### src/ray_pkg.sv
package ray_pkg;

    // signed q8.24 fixed point
    typedef logic signed [31:0] fp;

    localparam fp FP_ONE  = 32'h0100_0000;
    localparam fp FP_HALF = 32'h0080_0000;
    // saturation value for out of range results
    localparam fp FP_MAX  = 32'h7FFF_FFFF;

    typedef struct packed {
        fp x;
        fp y;
        fp z;
    } vec3;

    typedef struct packed {
        logic [15:0] x;
        logic [15:0] y;
    } pixel_xy;

    typedef struct packed {
        pixel_xy origin;
        pixel_xy size;
    } tile_cfg;

    localparam logic [15:0] SCREEN_WIDTH  = 16'd640;
    localparam logic [15:0] SCREEN_HEIGHT = 16'd480;

    // 2/640 and 2/480, rounded to nearest
    localparam fp SCALE_X = 32'h0000_CCCD;
    localparam fp SCALE_Y = 32'h0001_1111;

    // fixed camera basis, looking down -z
    localparam vec3 CAM_RIGHT = '{x: FP_ONE, y: '0, z: '0};
    localparam vec3 CAM_UP    = '{x: '0, y: FP_ONE, z: '0};

    // register reset values
    localparam vec3     FWD_RESET  = '{x: '0, y: '0, z: FP_ONE};
    localparam tile_cfg TILE_RESET = '{origin: '{x: 16'd0, y: 16'd0},
                                       size:   '{x: 16'd1, y: 16'd1}};

    // cycles through inv_sqrt
    localparam int INV_SQRT_LATENCY = 4;

    // wishbone word addresses
    localparam logic [2:0] REG_FWD_X     = 3'd0;
    localparam logic [2:0] REG_FWD_Y     = 3'd1;
    localparam logic [2:0] REG_FWD_Z     = 3'd2;
    localparam logic [2:0] REG_TILE_ORG  = 3'd3;
    localparam logic [2:0] REG_TILE_SIZE = 3'd4;
    localparam logic [2:0] REG_CTRL      = 3'd5;

    // inverse square root seeds, q1.16
    typedef logic [63:0][16:0] seed_tab_t;

    // entries 0..31 cover m in [1,2), 32..63 cover [2,4)
    // each entry is 1/sqrt of its bin midpoint, found by bisection
    function automatic seed_tab_t build_seed_tab();
        seed_tab_t tab;
        longint unsigned m_mid;
        longint unsigned y;
        longint unsigned trial;
        int i;
        int b;
        for (i = 0; i < 64; i++) begin
            // midpoint in q2.14
            if (i < 32) begin
                m_mid = 64'(65 + 2 * i) << 8;
            end else begin
                m_mid = 64'(65 + 2 * (i - 32)) << 9;
            end
            y = 0;
            for (b = 16; b >= 0; b--) begin
                trial = y | (64'd1 << b);
                // y^2 * m <= 1 with q.32 times q.14
                if (trial * trial * m_mid <= (64'd1 << 46)) begin
                    y = trial;
                end
            end
            tab[i] = 17'(y);
        end
        return tab;
    endfunction

    localparam seed_tab_t INV_SQRT_SEED = build_seed_tab();

    // product rounded toward negative infinity
    function automatic fp fp_mul(fp a, fp b);
        logic signed [63:0] prod;
        prod = a * b;
        return prod[55:24];
    endfunction

    function automatic fp vec3_dot(vec3 a, vec3 b);
        return fp_mul(a.x, b.x) + fp_mul(a.y, b.y) + fp_mul(a.z, b.z);
    endfunction

endpackage

### src/cam_regs.sv
`timescale 1ns/1ps

module cam_regs
    import ray_pkg::*;
(
    input  logic        clk,
    input  logic        rst,
    input  logic        wb_cyc,
    input  logic        wb_stb,
    input  logic        wb_we,
    input  logic [2:0]  wb_adr,
    input  logic [31:0] wb_dat_w,
    output logic [31:0] wb_dat_r,
    output logic        wb_ack,
    input  logic        scan_busy,
    output vec3         camera_forward,
    output tile_cfg     tile,
    output logic        start
);

    logic req;
    logic cfg_we;
    logic start_pend;

    // new request, not the cycle already being acked
    assign req = wb_cyc && wb_stb && !wb_ack;

    // writes only land while the scanner is idle
    assign cfg_we = req && wb_we && !scan_busy;

    // single cycle ack, drops even if stb is still held
    always_ff @(posedge clk) begin
        if (!rst) begin
            wb_ack <= 1'b0;
        end else begin
            wb_ack <= req;
        end
    end

    // start request seen with the ack, pulse one cycle later
    always_ff @(posedge clk) begin
        if (!rst) begin
            start_pend <= 1'b0;
            start      <= 1'b0;
        end else begin
            start_pend <= cfg_we && (wb_adr == REG_CTRL) && wb_dat_w[0];
            start      <= start_pend;
        end
    end

    // camera and tile registers
    always_ff @(posedge clk) begin
        if (!rst) begin
            camera_forward <= FWD_RESET;
            tile           <= TILE_RESET;
        end else if (cfg_we) begin
            case (wb_adr)
                REG_FWD_X:     camera_forward.x <= wb_dat_w;
                REG_FWD_Y:     camera_forward.y <= wb_dat_w;
                REG_FWD_Z:     camera_forward.z <= wb_dat_w;
                REG_TILE_ORG:  tile.origin      <= wb_dat_w;
                REG_TILE_SIZE: tile.size        <= wb_dat_w;
                default: ;
            endcase
        end
    end

    // read data latched with the ack
    always_ff @(posedge clk) begin
        if (req) begin
            case (wb_adr)
                REG_FWD_X:     wb_dat_r <= camera_forward.x;
                REG_FWD_Y:     wb_dat_r <= camera_forward.y;
                REG_FWD_Z:     wb_dat_r <= camera_forward.z;
                REG_TILE_ORG:  wb_dat_r <= tile.origin;
                REG_TILE_SIZE: wb_dat_r <= tile.size;
                // status, busy in bit 0
                REG_CTRL:      wb_dat_r <= {31'd0, scan_busy};
                default:       wb_dat_r <= '0;
            endcase
        end
    end

endmodule

### config.mk
export PLATFORM = sky130hd
export DESIGN_NAME = cam_regs
export DESIGN_NICKNAME = d
export VERILOG_FILES = /design/src/ray_pkg.sv /design/src/cam_regs.sv
export SDC_FILE = /design/constraint.sdc
export NUM_CORES = 1
export LEC_CHECK = 0
export BUFFER_PORTS_ARGS = -buffer_cell sky130_fd_sc_hd__buf_2
export CAP_MARGIN = 20
export CORE_ASPECT_RATIO = 0.9
export CORE_MARGIN = 2
export CORE_UTILIZATION = 47
export CTS_BUF_LIST = sky130_fd_sc_hd__clkbuf_16
export CTS_CLUSTER_SIZE = 14
export DETAILED_ROUTE_END_ITERATION = 16
export GPL_TIMING_DRIVEN = 0
export HOLD_SLACK_MARGIN = 0.1
export PLACE_DENSITY = 0.73
export RECOVER_POWER = 50
export REMOVE_ABC_BUFFERS = 1
export SYNTH_ARGS = -nofsm -noshare
export SYNTH_HDL_FRONTEND = slang
export SYNTH_SLANG_ARGS = --single-unit
### constraint.sdc
create_clock -name clk -period 1.66 [get_ports clk]
set_input_delay 0.083 -clock clk [delete_from_list [all_inputs] [get_ports clk]]
set_output_delay 0.083 -clock clk [all_outputs]
set_load 0.005 [all_outputs]
[Yosys cells after proc, flatten, opt, wreduce, memory -nomap -nowiden]
Cells that the tools add are included.
W data, S select, Z words.
Operators by class
  reductions and logical operators: 14
  eq/ne operators: 5
  muxes and demuxes: 1
Operator list (number)
  $pmux W32 S6: 1
  $reduce_and A2 Y1: 5
  $eq A3 B2 Y1 const B: 2
  $eq A3 B3 Y1 const B: 2
  $logic_and A1 B1 Y1: 6
  $eq A3 B1 Y1 const B: 1
  $logic_not A3 Y1: 1
  $logic_not A1 Y1: 2
Word-level totals
  output and inout port bits: 194
  logic and storage cells: 31
  bits of input ports: 41
  bits in registers: 195

[Depth between registers and ports, before layout]
  depth in word-level cells: 6
  mapped depth: 6
  gate-level depth less buffers: 3

[Worst setup path before layout]
Ideal clock, no wire load.
  kind: register -> register
  from: reg wb_ack
  to: reg wb_dat_r[0], enable pin
  required time: 1.266 ns
  library setup time: 0.394 ns
  path buffers: 0
  data arrival time: 1.240 ns
  cell stages (with the launch flop): 2
  clock period less this slack: 1.633 ns
  setup slack: 0.027 ns
  cell sequence: dfxtp_1 -> and3b_1
Between the ends
  cells in the longest elaborated chain, start to end: 2
RTL lines
  start, declared: RTL line cam_regs.sv:14  | output logic wb_ack,
  start signal, assigned: RTL line cam_regs.sv:36  | wb_ack <= req;
  $logic_not A1 Y1: RTL line cam_regs.sv:26  | assign req = wb_cyc && wb_stb && !wb_ack;
  $logic_and A1 B1 Y1: RTL line cam_regs.sv:26
  via req: RTL line cam_regs.sv:21  | logic req;
  end signal, assigned: RTL line cam_regs.sv:72  | REG_FWD_X: wb_dat_r <= camera_forward.x;
  end signal, assigned: RTL line cam_regs.sv:73  | REG_FWD_Y: wb_dat_r <= camera_forward.y;
  end signal, assigned: RTL line cam_regs.sv:74  | REG_FWD_Z: wb_dat_r <= camera_forward.z;
  end, declared: RTL line cam_regs.sv:13  | output logic [31:0] wb_dat_r,
The timed path passes the listed nets, and every way through them passes these cells.
A chain may end at the register's enable or synchronous reset.

[Worst setup path after layout]
  from: reg wb_ack
  to: reg tile[16] in the netlist's numbering
Between the ends
  cells in the longest elaborated chain, start to end: 5
RTL lines
  $logic_not A1 Y1: RTL line cam_regs.sv:26
  $logic_and A1 B1 Y1: RTL line cam_regs.sv:26
  $logic_and A1 B1 Y1 (2 in series): RTL line cam_regs.sv:29  | assign cfg_we = req && wb_we && !scan_busy;
  $reduce_and A2 Y1 (no line)
  end, declared: RTL line cam_regs.sv:17  | output tile_cfg tile,
No other way between the ends.

==> out/summary.txt <==
H-tree Lvls: 4
cell taking the most area after synthesis: dfxtp_1
sequential share of power: 51.9%
n_diodes: 0
io pins: 235
critical path data arrival time: 1910 ps
post-route ant nets: 0
Startpoint Class: flip-flop
Pleak: 5.15 nW
DRC Markers: 0
Hold Path Class: in2reg
die area: 0.0190 mm2
worst-case clock buffer depth: 2
Internal Power: 7.16 mW
unrepaired setup endpoints after global routing: false
initial antenna violation count: 0
Synth Warn #: 0
Setup Viol. Count Final: 0
Tot GR Track Use: 24.5%
Fmax: 625 MHz
Chip Width: 145 um
Yosys reg bits: 195
Num Clock Sinks: 195
maxcap violations: 0
peak supply drop: 743 uV
post-layout min period: 1600 ps
TritonCTS clock tree: built
NetSw: 2.24 mW
Port-buffer cells: 234
vias in the first global route: 6607
Skew-Pair Late Insertion Delay: 430 ps
Crit. End Element: flip-flop
vias: 6810
WL final: 23700 um
worst endpoint required time: 1970 ps
synthesis-to-layout area growth: 27.0%
Initial Util: 47.9%
CTS Buf Count: 17
largest net degree at the start of global routing: 106
R2R depth: 4
Worst-path clk slew: 70 ps
Wirelength per Cell: 18.3 um
Synth area leaders: dfxtp_1 39%, mux2i_1 26%, edfxtp_1 11%
first-pass GRT wire length: 36700 um
num rows: 46
Core Box Area: 0.0176 mm2
clock group share of total power: 40.8%
post-synth top area share: 38.8%
First DRT Iteration DRCs: 358
Max Transition Viols Final: 0
Sw Ratio: 23.8%
register area share after synthesis: 50.3%
DP Area: 0.00977 mm2
most frequent cells in the layout: 221 x mux2i_1, 190 x nand2_1, 163 x dfxtp_1
CP Max Fanout: 4
DP HPWL: 14500 um
CTS root buf: clkbuf_16
pwr dens: 881 mW/mm2
vias per inst: 5.25
fin crit share: 96.4%
Min-Delay Path Depth: 3
Worst Skew: 12.4 ps
slew margin rel.: 54.6%
Post-Syn Area: 0.00841 mm2
overflow left after global routing: 0
final hold vios: 0
most common cell after layout, fill and taps aside: mux2i_1
Avg Inst Size Synth: 10.6 um2
Syn Inst Count: 794
outcome: finished clean
DR pass1 iterations: 5
final setup TNS: 0 ps
Synth cell types: 31
final instance area: 0.0107 mm2
RePlAce Congestion: 0.805
Layout Nets: 1085
Combinational Power Share: 7.2%
WHS: 104 ps
Slew @ Worst Pin: 681 ps
CP Class: reg2reg
share of layout cells above drive strength 1: 15.8%
die height: 131 um
[metal layers]
metal	GRT usage [%]	wire length (um)	part of all wire (%)	up-vias
li1	-	-	-	3273
met1	31.8	10600	45	3288
met2	41.1	11200	47	234
met3	6.77	1730	7.3	15
met4	5.47	177	0.75	0
met5	0	0	0	-
[cell type report]
| type | count | area, um2 |
|---|---|---|
| Fill cell | 1538 | 6880 |
| Clock inverter | 15 | 105 |
| Clock buffer | 17 | 425 |
| Tap cell | 240 | 300 |
| Sequential cell | 195 | 4220 |
| Multi-Input combinational cell | 536 | 3860 |
| Timing Repair Buffer | 294 | 1760 |
[cell families (layout without fill, tap and decap cells)]
kind of cell    after synthesis  after routing  share of synthesized area [%]
compound gates               97             97                           8.14
flops                       195            195                           50.3
buf+inv                      63            326                           4.38
mux                         223            223                           26.6
simple gates                216            216                           10.6
[state kept, by name, indices dropped and copies added, names as in the netlist]
register and count:
wb_dat_r 32, tile 64, start 1, camera_forward 96
start_pend 1, wb_ack 1
[power by group through the flow]
stage               combinational (mW)  sequential, mW  clock (mW)
floorplan                        0.208            4.99           0
global placement                 0.560            4.99           0
detailed placement               0.595            4.99           0
CTS                              0.669            4.88        3.89
global route                     0.733            4.89        4.10
finish                           0.681            4.88        3.84
[worst max-delay path, cell delays in order, from the launching register on]
cell and delay, ps:
dfxtp_1 340, nand4b_1 250, o31ai_2 230, nand3_1 100
dlygate4sd3_1 580
[repair_timing]
item | in CTS | in global routing
buffers inserted | 10 | 3
setup endpoints to repair | 174 | 2
gates resized for setup | 8 | 6
pin swaps | 2 | 2
hold buffers | 36 | 0
endpoints found under the hold margin | 162 | 0
gates cloned | 0 | 1
[stage by stage]
stage	utilization, %	setup slack (ps)	std cells	total power [mW]
2_1_floorplan	-	-371	731	5.20
3_3_place_gp	54.2	-2990	1205	5.55
3_5_place_dp	55.7	-1130	1216	5.58
4_1_cts	61.6	16.5	1294	9.43
5_1_grt	60.8	1.10	1297	9.72
6_report	60.8	59.0	1297	9.40
[worst paths after layout]
| path | start | slack (ps) | endpoint |
|---|---|---|---|
| min reg2reg | start_pend$_SDFF_PN0_ | 440 | start$_SDFF_PN0_ |
| min | scan_busy | 100 | wb_dat_r[0]$_DFFE_PN_ |
| max reg2reg | wb_ack$_SDFF_PN0_ | 60 | tile[16]$_SDFFE_PN1P_ |
| max | wb_ack$_SDFF_PN0_ | 60 | tile[16]$_SDFFE_PN1P_ |
[cell usage after synthesis]
| master | number |
|---|---|
| buf_4 | 14 |
| edfxtp_1 | 32 |
| dfxtp_1 | 163 |
| o22ai_1 | 1 |
| nand4_1 | 2 |
| o2bb2ai_1 | 30 |
| nor2b_1 | 3 |
| nand3_1 | 4 |
| o21ai_0 | 20 |
| nand2b_1 | 1 |
| and2_1 | 2 |
| nand4b_1 | 1 |
| a22oi_1 | 1 |
| nand3_2 | 5 |
| and2b_1 | 1 |
| buf_2 | 9 |
| o21ai_1 | 12 |
| clkbuf_1 | 29 |
| nand2_1 | 190 |
| buf_6 | 9 |
| and3b_1 | 1 |
| nor2_1 | 3 |
| and4b_1 | 1 |
| o31ai_1 | 2 |
| mux2_2 | 1 |
| mux2_1 | 1 |
| or2_2 | 1 |
| nor2b_2 | 1 |
| o21a_1 | 31 |
| mux2i_1 | 221 |
| buf_1 | 2 |
(Power assumes the default switching activity.)
