===== src/ray_pkg.sv =====
package ray_pkg;

    // signed q8.24 fixed point
    typedef logic signed [31:0] fp;

    localparam fp FP_ONE  = 32'h0100_0000;
    localparam fp FP_HALF = 32'h0080_0000;
    // saturation value for out of range results
    localparam fp FP_MAX  = 32'h7FFF_FFFF;

    typedef struct packed {
        fp x;
        fp y;
        fp z;
    } vec3;

    typedef struct packed {
        logic [15:0] x;
        logic [15:0] y;
    } pixel_xy;

    typedef struct packed {
        pixel_xy origin;
        pixel_xy size;
    } tile_cfg;

    localparam logic [15:0] SCREEN_WIDTH  = 16'd640;
    localparam logic [15:0] SCREEN_HEIGHT = 16'd480;

    // 2/640 and 2/480, rounded to nearest
    localparam fp SCALE_X = 32'h0000_CCCD;
    localparam fp SCALE_Y = 32'h0001_1111;

    // fixed camera basis, looking down -z
    localparam vec3 CAM_RIGHT = '{x: FP_ONE, y: '0, z: '0};
    localparam vec3 CAM_UP    = '{x: '0, y: FP_ONE, z: '0};

    // register reset values
    localparam vec3     FWD_RESET  = '{x: '0, y: '0, z: FP_ONE};
    localparam tile_cfg TILE_RESET = '{origin: '{x: 16'd0, y: 16'd0},
                                       size:   '{x: 16'd1, y: 16'd1}};

    // cycles through inv_sqrt
    localparam int INV_SQRT_LATENCY = 4;

    // wishbone word addresses
    localparam logic [2:0] REG_FWD_X     = 3'd0;
    localparam logic [2:0] REG_FWD_Y     = 3'd1;
    localparam logic [2:0] REG_FWD_Z     = 3'd2;
    localparam logic [2:0] REG_TILE_ORG  = 3'd3;
    localparam logic [2:0] REG_TILE_SIZE = 3'd4;
    localparam logic [2:0] REG_CTRL      = 3'd5;

    // inverse square root seeds, q1.16
    typedef logic [63:0][16:0] seed_tab_t;

    // entries 0..31 cover m in [1,2), 32..63 cover [2,4)
    // each entry is 1/sqrt of its bin midpoint, found by bisection
    function automatic seed_tab_t build_seed_tab();
        seed_tab_t tab;
        longint unsigned m_mid;
        longint unsigned y;
        longint unsigned trial;
        int i;
        int b;
        for (i = 0; i < 64; i++) begin
            // midpoint in q2.14
            if (i < 32) begin
                m_mid = 64'(65 + 2 * i) << 8;
            end else begin
                m_mid = 64'(65 + 2 * (i - 32)) << 9;
            end
            y = 0;
            for (b = 16; b >= 0; b--) begin
                trial = y | (64'd1 << b);
                // y^2 * m <= 1 with q.32 times q.14
                if (trial * trial * m_mid <= (64'd1 << 46)) begin
                    y = trial;
                end
            end
            tab[i] = 17'(y);
        end
        return tab;
    endfunction

    localparam seed_tab_t INV_SQRT_SEED = build_seed_tab();

    // product rounded toward negative infinity
    function automatic fp fp_mul(fp a, fp b);
        logic signed [63:0] prod;
        prod = a * b;
        return prod[55:24];
    endfunction

    function automatic fp vec3_dot(vec3 a, vec3 b);
        return fp_mul(a.x, b.x) + fp_mul(a.y, b.y) + fp_mul(a.z, b.z);
    endfunction

endpackage


===== src/pixel_scanner.sv =====
`timescale 1ns/1ps

module pixel_scanner
    import ray_pkg::*;
(
    input  logic    clk,
    input  logic    rst,
    input  logic    start,
    input  tile_cfg tile,
    output pixel_xy pixel,
    output logic    pixel_valid,
    output logic    busy
);

    logic [15:0] room_x;
    logic [15:0] room_y;
    logic [15:0] span_x;
    logic [15:0] span_y;
    logic [15:0] cnt_x;
    logic [15:0] cnt_y;
    logic        last_x;
    logic        last_y;

    // visible part of the tile after clipping at the screen edge
    always_comb begin
        room_x = (tile.origin.x < SCREEN_WIDTH) ? SCREEN_WIDTH - tile.origin.x : 16'd0;
        room_y = (tile.origin.y < SCREEN_HEIGHT) ? SCREEN_HEIGHT - tile.origin.y : 16'd0;
        span_x = (tile.size.x < room_x) ? tile.size.x : room_x;
        span_y = (tile.size.y < room_y) ? tile.size.y : room_y;
    end

    assign last_x = (cnt_x == span_x - 16'd1);
    assign last_y = (cnt_y == span_y - 16'd1);

    // raster walk, x fastest
    always_ff @(posedge clk) begin
        if (!rst) begin
            pixel_valid <= 1'b0;
            cnt_x       <= '0;
            cnt_y       <= '0;
        end else if (pixel_valid) begin
            if (last_x) begin
                cnt_x <= '0;
                if (last_y) begin
                    pixel_valid <= 1'b0;
                end else begin
                    cnt_y <= cnt_y + 16'd1;
                end
            end else begin
                cnt_x <= cnt_x + 16'd1;
            end
        end else if (start && (span_x != 16'd0) && (span_y != 16'd0)) begin
            // empty tile never gets here
            pixel_valid <= 1'b1;
            cnt_x       <= '0;
            cnt_y       <= '0;
        end
    end

    // absolute screen coordinates
    assign pixel.x = tile.origin.x + cnt_x;
    assign pixel.y = tile.origin.y + cnt_y;

    // high from start until the cycle after the last pixel
    assign busy = start || pixel_valid;

endmodule


===== config.mk =====
export PLATFORM = sky130hd
export DESIGN_NAME = pixel_scanner
export DESIGN_NICKNAME = d
export VERILOG_FILES = /design/src/ray_pkg.sv /design/src/pixel_scanner.sv
export SDC_FILE = /design/constraint.sdc
export NUM_CORES = 1
export LEC_CHECK = 0
export BUFFER_PORTS_ARGS = -buffer_cell sky130_fd_sc_hd__buf_4
export CAP_MARGIN = 20
export CORE_MARGIN = 2
export CORE_UTILIZATION = 50
export DETAILED_ROUTE_END_ITERATION = 12
export GPL_TIMING_DRIVEN = 0
export HOLD_SLACK_MARGIN = 0.15
export PLACE_DENSITY = 0.71
export SETUP_SLACK_MARGIN = 0.3
export SLEW_MARGIN = 10
export SYNTH_ARGS = -nofsm -noshare
export SYNTH_HDL_FRONTEND = slang
export SYNTH_SLANG_ARGS = --single-unit

===== constraint.sdc =====
create_clock -name clk -period 16.7 [get_ports clk]
set_input_delay 0.835 -clock clk [delete_from_list [all_inputs] [get_ports clk]]
set_output_delay 0.835 -clock clk [all_outputs]
set_load 0.005 [all_outputs]

Word-level counts from Yosys, hierarchy flattened:

Index checks and enable logic that the tools add are counted.

* logic and storage cells: 40
* RAM bits: 0
* bits in read-only memories: 0
* register bits after elaboration: 33
* memories: 0
* bits in latches: 0
* output and inout bits: 34
* bits of input ports: 67

* bitwise logic cells: 0
* eq/ne operators: 4
* reduce and logical (&&, ||, !) cells: 7
* shift operators: 0
* magnitude comparators: 4
* multiplexer cells: 14
* div/mod/pow operators: 0
* $mul: 0
* $add $sub $neg: 8

Operator list (number)
* 16-bit two-way mux: 10
* 16-bit by 1-bit adder with 16-bit output, second input constant: 2
* 16-bit adder: 2
* 16-bit equality test: 2
* 16-bit < comparator: 2
* 16-bit nonzero test: 2
* 16-bit by 1-bit subtractor with 16-bit output, second input constant: 2
* 16-bit by 10-bit < comparator with 1-bit output, second input constant: 1
* 16-bit by 9-bit < comparator with 1-bit output, second input constant: 1
* 10-bit by 16-bit subtractor with 16-bit output, first input constant: 1
* 9-bit by 16-bit subtractor with 16-bit output, first input constant: 1
* 1-bit two-way mux: 4
* 3-bit AND reduction: 1
* 1-bit logical AND: 2
* 2-bit by 1-bit inequality test with 1-bit output, second input constant: 1
* 2-bit inequality test, second input constant: 1
* 2-bit nonzero test: 1
* 1-bit logical OR: 1

Depth between registers and ports, before layout:

Gate-level depths: netlist of the first run.

* depth in word-level cells: 9
* gate-level depth with buffers: 32
* gate-level depth less buffers: 26

Worst setup path before layout of the first run:

OpenSTA, ideal clock, no wires.

* kind: input-to-reg
* start: input port tile[48] (netlist name)
* end: register cnt_y[12]
* path buffers: 5
* required time: 16.568 ns
* stages: 31
* data arrival time: 6.355 ns
* slack: 10.212 ns
* library setup time: 0.132 ns
* path through: inv_1 > ha_1 > clkbuf_1 > nor3b_1 > a21boi_0 > a311oi_1 > inv_1 > ha_1 > and3_1 > a221o_1 > a21oi_1 > a211oi_4 > nor2_2 > buf_6 > nor3_1 > a21oi_1 > ha_1 > clkbuf_1 > nand3_1 > nor3_1 > xnor2_1 > nor4_1 > a311oi_1 > o2111ai_1 > nor4_1 > and4_1 > buf_4 > o21ai_2 > buf_4 > o41ai_1 > a21oi_1

* cells in the longest elaborated chain, start to end: 9
* elaborated cells between the ends (all ways): 13
* classes of those cells: add/sub: 2; order compare: 2; eq/ne: 2; mux: 2; reduce/logical: 5

Ends and longest elaborated chain
* start: declaration: line pixel_scanner.sv:9 `input tile_cfg tile,`
* 10-bit by 16-bit subtractor with 16-bit output or 16-bit by 10-bit < comparator with 1-bit output (tied branches): line pixel_scanner.sv:26 `room_x = (tile.origin.x < SCREEN_WIDTH) ? SCREEN_WIDTH - tile.origin.x : 16'd0;`
* 16-bit two-way mux *: line pixel_scanner.sv:26
* 16-bit < comparator: line pixel_scanner.sv:28 `span_x = (tile.size.x < room_x) ? tile.size.x : room_x;`
* 16-bit two-way mux *: line pixel_scanner.sv:28
* branches (longest 4 deep; another with 16-bit by 1-bit subtractor with 16-bit output)
* 3-bit AND reduction (no source line) *
* end signal: assignment: line pixel_scanner.sv:47 `cnt_y <= cnt_y + 16'd1;`
* end: declaration: line pixel_scanner.sv:20 `logic [15:0] cnt_y;`

Mark *: on every way between the ends.
A chain may end at the register's enable or synchronous reset.

Final worst setup path of the first run:

* start: input port tile[48] (netlist name)
* end: register cnt_y[13]

The elaborated chain is that of the path after synthesis.

==> flow_metrics.tcl, run 1 <==
set metrics [dict create \
    outcome "complete, no violations" \
    crit_type "primary input to register" \
    period_needed_ps 8021 \
    start_kind "primary input" \
    start_util 0.5129 \
    seqPwrFrac 0.239 \
    ir_drop_v 0.00003806 \
    synthCells 1001 \
    numCtsBuffers 5 \
    holdCritPathClass "register to register" \
    drive_above_1_share 0.1555 \
    syn_area_sq_um 7147 \
    switchingPower_uw 133.2 \
    synth_cell_types 100 \
    clock_path_buffers 2 \
    power.density_nw_per_um2 41.15 \
    vias 8047 \
    totalNegativeSetupSlack_ps 0 \
    yosysSeqAreaShare 0.09244 \
    clock-root-buffer "clkbuf_16" \
    power_leakage_uw 0.003352 \
    required_ps 16870 \
    cts_hold_buf 0 \
    die_y_um 123.6 \
    overflow 0 \
    grt_use_total 0.2944 \
    avgRoutedWirePerCell_um 17.24 \
    cts_tree "yes" \
    yosys_warnings 0 \
    synth_edf_count 0 \
    grt_pass1_wl_mm 36.34 \
    postCtsResizedCells 0 \
    drtIter0Drc 669 \
    max_stage_delay_ps 460 \
    yosysTopAreaCell "ha_1" \
    die_area_sq_um 15270 \
    rsz0062_at_grt "no" \
    timing.fmax_ghz 0.1247 \
    ys_dominant_reg_cell "dfxtp_1" \
    grt_max_degree 11 \
    async_reset_ff_frac 0 \
    row_count 43 \
    power.share.clock 0.275 \
    hold_start "cnt_y[5]" \
    yosys-top-cells-area "ha_1 (12%), dfxtp_1 (9.2%), xnor2_1 (6.4%)" \
    synth_top_area_frac 0.1155 \
    ys_top_cells_by_count "nor2_1 (89), nand2_1 (85), ha_1 (66), a21oi_1 (57), inv_1 (55)" \
    crit_path_top_delay_cell "clkbuf_1" \
    routed_wl_mm 22.39 \
    fin_area_sq_um 8307 \
    internal_power_uw 208.6 \
    htreeDepth 2 \
    area_delta_synth_final_pct 16.23 \
    antenna_found_initial 0 \
    drt-pass1-iter-count 6 \
    clock_skew_ps 6.140 \
    clock-sinks 33 \
    ant_nets 0 \
    yosysMostFrequentCell "nor2_1" \
    avgSynthCellArea_sq_um 7.140 \
    p_sw_frac 0.3898 \
    cp.arrival_ps 8190 \
    r2r-start "cnt_x[3]" \
    slew_headroom 0.4798 \
    worst_slew_pin_slew_ps 776.6 \
    fin_cells 1299 \
    grt_pass1_vias 7497 \
    cap_viol_max_count 0 \
    dp_hpwl_mm 18.36 \
    coreArea_sq_um 13930 \
    hold_violations 0 \
    finalNetCount 1254 \
    place.gp.congestion 0.9660 \
    period_share 0.4803 \
    cp-end-kind "register" \
    fp.dieW_um 123.6 \
    dpl-instance-area_sq_um 8160 \
    synth-seq-cells 33 \
    ioPinCount 101 \
    combPwrFrac 0.487 \
    crit_start "tile[48]" \
    path_clk_slew_ps 50 \
    p_total_uw 341.8 \
    cp_max_fo 10 \
    via_per_inst 6.195 \
    setup_violations 0 \
    dp.cells 1292 \
    io_buffers 99 \
    n_antenna_cell 0 \
    insertion_delay_ps 280 \
    drc 0 \
    post-cts-setup-buffers 0 \
    maxSlewViolCount 0 \
]
-- cell families (layout without fill, tap and decap cells) --
kind of cell    after synthesis  count (layout)  synth area share
compound gates              289             289            0.2927
xor+xnor                     75              75           0.09384
fa+ha+maj                    68              68            0.1211
buf+inv                     108             214           0.06600
flops                        33              33           0.09244
mux                          20              20           0.02924
other cells                   1              13         0.0005247
simple gates                407             407            0.3041
-- final cells by class --
| class | instances | area [sq um] |
|---|---|---|
| inverters | 56 | 210.2 |
| clock inverters | 1 | 7.507 |
| well taps | 180 | 225.2 |
| plain buffers | 52 | 261.5 |
| flip-flops and latches | 33 | 660.6 |
| clock buffers | 6 | 138.9 |
| multi-input cells | 872 | 6060 |
| fillers | 1381 | 5628 |
| repair buffers | 99 | 743.2 |
-- routing by layer --
layer | global-route usage | vias up | wire, um
met1 | 0.3524 | 3699 | 9528
met4 | 0.1378 | 0 | 956
met3 | 0.01384 | 58 | 1003
li1 | - | 3991 | -
met5 | 0 | - | 0
met2 | 0.5371 | 299 | 10900
-- cell usage in the layout (no fill, tap or decap), drive strengths merged, types with 14 or more instances in the layout --
cell / instances
dfxtp: 33
nand2: 85
a21oi: 58
nand2b: 14
buf: 122
and3: 23
clkbuf: 35
xor2: 22
mux2i: 16
nor2: 90
nor4: 16
ha: 66
inv: 55
o211ai: 20
nor3: 35
nand4: 23
nand3: 41
xnor2: 52
or3: 15
o21ai: 57
-- power by group through the flow --
stage / registers (uW) / clock network, uW / logic (uW)
after global routing: 81.8 / 97.2 / 184
after global placement: 83.3 / 0 / 163
after detailed placement: 83.3 / 0 / 164
final: 81.6 / 93.9 / 166
after CTS: 81.6 / 93.9 / 165
after floorplan: 82.7 / 0 / 106
-- worst max-delay path, delay by kind of cell --
kind | cells | cell delay, ps
fa+ha+maj | 3 | 610
compound gates | 8 | 2210
xor+xnor | 1 | 150
simple gates | 11 | 2580
buf+inv | 7 | 1650
mux | 1 | 150
-- sequential cells by signal, summed over array words and instances, names as in the netlist --
| name | cells |
|---|---|
| pixel_valid | 1 |
| cnt_x | 16 |
| cnt_y | 16 |
-- worst paths after layout --
path / end / slack [ps] / cells after the start
setup / recovery: cnt_y[13] / 8680 / 31
hold / removal: cnt_y[5] / 570 / 2
setup reg to reg: cnt_y[13] / 13200 / 11
hold reg to reg: cnt_y[5] / 570 / 2
-- through the flow --
stage	util	setup WS (ps)	hold slack, ps
6_report	0.5961	8679	573.0
5_1_grt	0.5961	7847	605.3
4_1_cts	0.5961	8778	559.6
3_5_place_dp	0.5856	8486	549.6
3_3_place_gp	0.5856	8516	543.8
2_1_floorplan	-	10210	486.0
Power figures use the tool's default switching activity.
==> run 2, diff against run 1 <==
- ABC_AREA: unset -> 1
- PLACE_DENSITY: 0.71 -> 0.75
- clock period: 16.7 -> 6.43 ns (I/O delays scaled with it)
==> run 2 against run 1 <==
Compared with the run above:
- synthesized cell count up 4.5%
- flip-flop and latch count unchanged
- sequential power rose to 2.6 times the previous value
- global-route usage down 4.4 points
- wire length is 26% lower
- clock-buffer cell count did not move
- critical path type unchanged
==> flow_metrics.tcl, run 2 <==
set metrics [dict create \
    syn_area_sq_um 6205 \
    n_antenna_cell 0 \
    p_total_uw 903.4 \
    dp.cells 1326 \
    crit_path_top_delay_cell "a211oi_2" \
    power.density_nw_per_um2 122.3 \
    drtIter0Drc 560 \
    numCtsBuffers 5 \
    fill_cells 1206 \
    yosysTopAreaCell "nand2_1" \
    maxSlewViolCount 0 \
    period_needed_ps 5090 \
    synth_edf_count 0 \
    dpl-instance-area_sq_um 7211 \
    htreeDepth 2 \
    setup_violations 0 \
    fin_area_sq_um 7387 \
    avgRoutedWirePerCell_um 12.50 \
    cap_viol_max_count 0 \
    ir_drop_v 0.0001057 \
    place_ws_ps 1115 \
    die_y_um 115.4 \
    clock_path_buffers 2 \
    yosysMostFrequentCell "nand2_1" \
    cp_max_fo 10 \
    totalNegativeSetupSlack_ps 0 \
    synth-seq-cells 33 \
    area_delta_synth_final_pct 19.06 \
    layout_setup_ws_ps 1340 \
    place.gp.congestion 0.9166 \
    start_kind "primary input" \
    synth_cell_types 43 \
    die_area_sq_um 13320 \
    row_count 40 \
    layout_common_cells "nand2_1 (268), inv_1 (139), nor2_1 (106), buf_4 (101), nand3_1 (78)" \
    grt_pass1_vias 5922 \
    synthCells 1046 \
    clock-root-buffer "clkbuf_16" \
    grt_pass1_wl_mm 27.37 \
    holdCritPathClass "primary input to register" \
    postCtsResizedCells 0 \
    finalNetCount 1300 \
    grt_use_total 0.2502 \
    timing.fmax_ghz 0.1965 \
    cp_common_cell "nand2_1" \
    routed_wl_mm 16.68 \
    insertion_delay_ps 280 \
    required_ps 6570 \
    drc 0 \
    seqCellArea_sq_um 660.6 \
    fp.dieW_um 115.4 \
    antenna_found_initial 0 \
    grt_max_degree 12 \
    clock_skew_ps 4.136 \
    clock-sinks 33 \
    outcome "complete, no violations" \
    cts_hold_buf 0 \
    yosysSeqAreaShare 0.1065 \
    post-cts-setup-buffers 0 \
    cts_tree "yes" \
    period_share 0.7915 \
    slew_headroom 0.5172 \
    drt-pass1-iter-count 5 \
    coreArea_sq_um 12060 \
    synth_top_area_frac 0.1621 \
    avgSynthCellArea_sq_um 5.932 \
    cp.arrival_ps 5230 \
    yosys-top-cells-area "nand2_1 (16%), ha_1 (13%), dfxtp_1 (11%)" \
    top_regs "cnt_x: 16 flops, cnt_y: 16 flops, pixel_valid: 1 flops" \
    ys_dominant_reg_cell "dfxtp_1" \
    fin_cells 1334 \
    crit_type "primary input to register" \
    ioPinCount 101 \
    async_reset_ff_frac 0 \
    dp_hpwl_mm 14.00 \
    start_util 0.5144 \
    vias 6847 \
    overflow 0 \
    power_leakage_uw 0.003561 \
    cp-end-kind "register" \
    io_buffers 100 \
    max_stage_delay_ps 580 \
    hold_violations 0 \
    ant_nets 0 \
    final_common_cell "nand2_1" \
    via_per_inst 5.133 \
    yosys_warnings 0 \
    rsz0062_at_grt "no" \
    ys_top_cells_by_count "nand2_1 (268), inv_1 (139), nor2_1 (106), nand3_1 (78)" \
    drive_above_1_share 0.1398 \
    worst_slew_pin_slew_ps 722.8 \
    multi_input_area_sq_um 4903 \
    path_clk_slew_ps 60 \
]
## run 2: stage by stage
| step | hold slack [ps] | util |
|---|---|---|
| after detailed placement | 485.2 | 0.5978 |
| after floorplan | 459.8 | - |
| final | 339.1 | 0.6124 |
| after global placement | 479.0 | 0.5978 |
| after global routing | 371.6 | 0.6124 |
| after CTS | 341.4 | 0.6124 |
## run 2: final timing paths
| check | endpoint | depth (start not counted) | start | slack (ps) |
|---|---|---|---|---|
| worst max-delay path | cnt_y[13] | 33 | tile[50] | 1340 |
| worst min-delay path | cnt_x[0] | 3 | rst | 340 |
| worst max register to register | cnt_y[7] | 16 | pixel_valid | 3850 |
| worst min register to register | cnt_y[5] | 2 | cnt_y[5] | 490 |
## run 2: layout make-up
class,count,share of cell area
multi-input combinational,859,0.6638
timing repair buffer,100,0.1016
sequential,33,0.08943
inverter,147,0.07470
tap,168,0.02846
clock buffer,6,0.01880
buffer,19,0.01812
clock inverter,2,0.005081
## run 2: power breakdown
| group | total (uW) | internal [uW] | leakage, uW | switching, uW |
|---|---|---|---|---|
| clock | 284 | 193 | 0.0000831 | 90.5 |
| sequential | 211 | 207 | 0.000267 | 3.87 |
| combinational | 409 | 162 | 0.00321 | 247 |
## run 2: worst max-delay path: cells and delay by family
kind	cells	cell delay, ps
fa+ha+maj	1	300
simple gates	19	2360
xor+xnor	1	150
buf+inv	5	800
compound gates	7	1290
## run 2: kinds of logic after synthesis
group / share of synthesized area
DFF: 0.1065
buffers and inverters: 0.1105
adders and majority gates: 0.1395
xor gates and xnor gates: 0.1143
and+or+nand+nor: 0.4098
AOI/OAI and AO/OA: 0.1188
other: 0.0006044
## run 2: per-layer routing
metal  up-vias  GRT usage  share of wire
met4         0    0.03133         0.0056
li1       3653          -              -
met2       195     0.3891           0.42
met1      2989     0.3825           0.50
met3        10    0.02372          0.067
met5         -          0              0
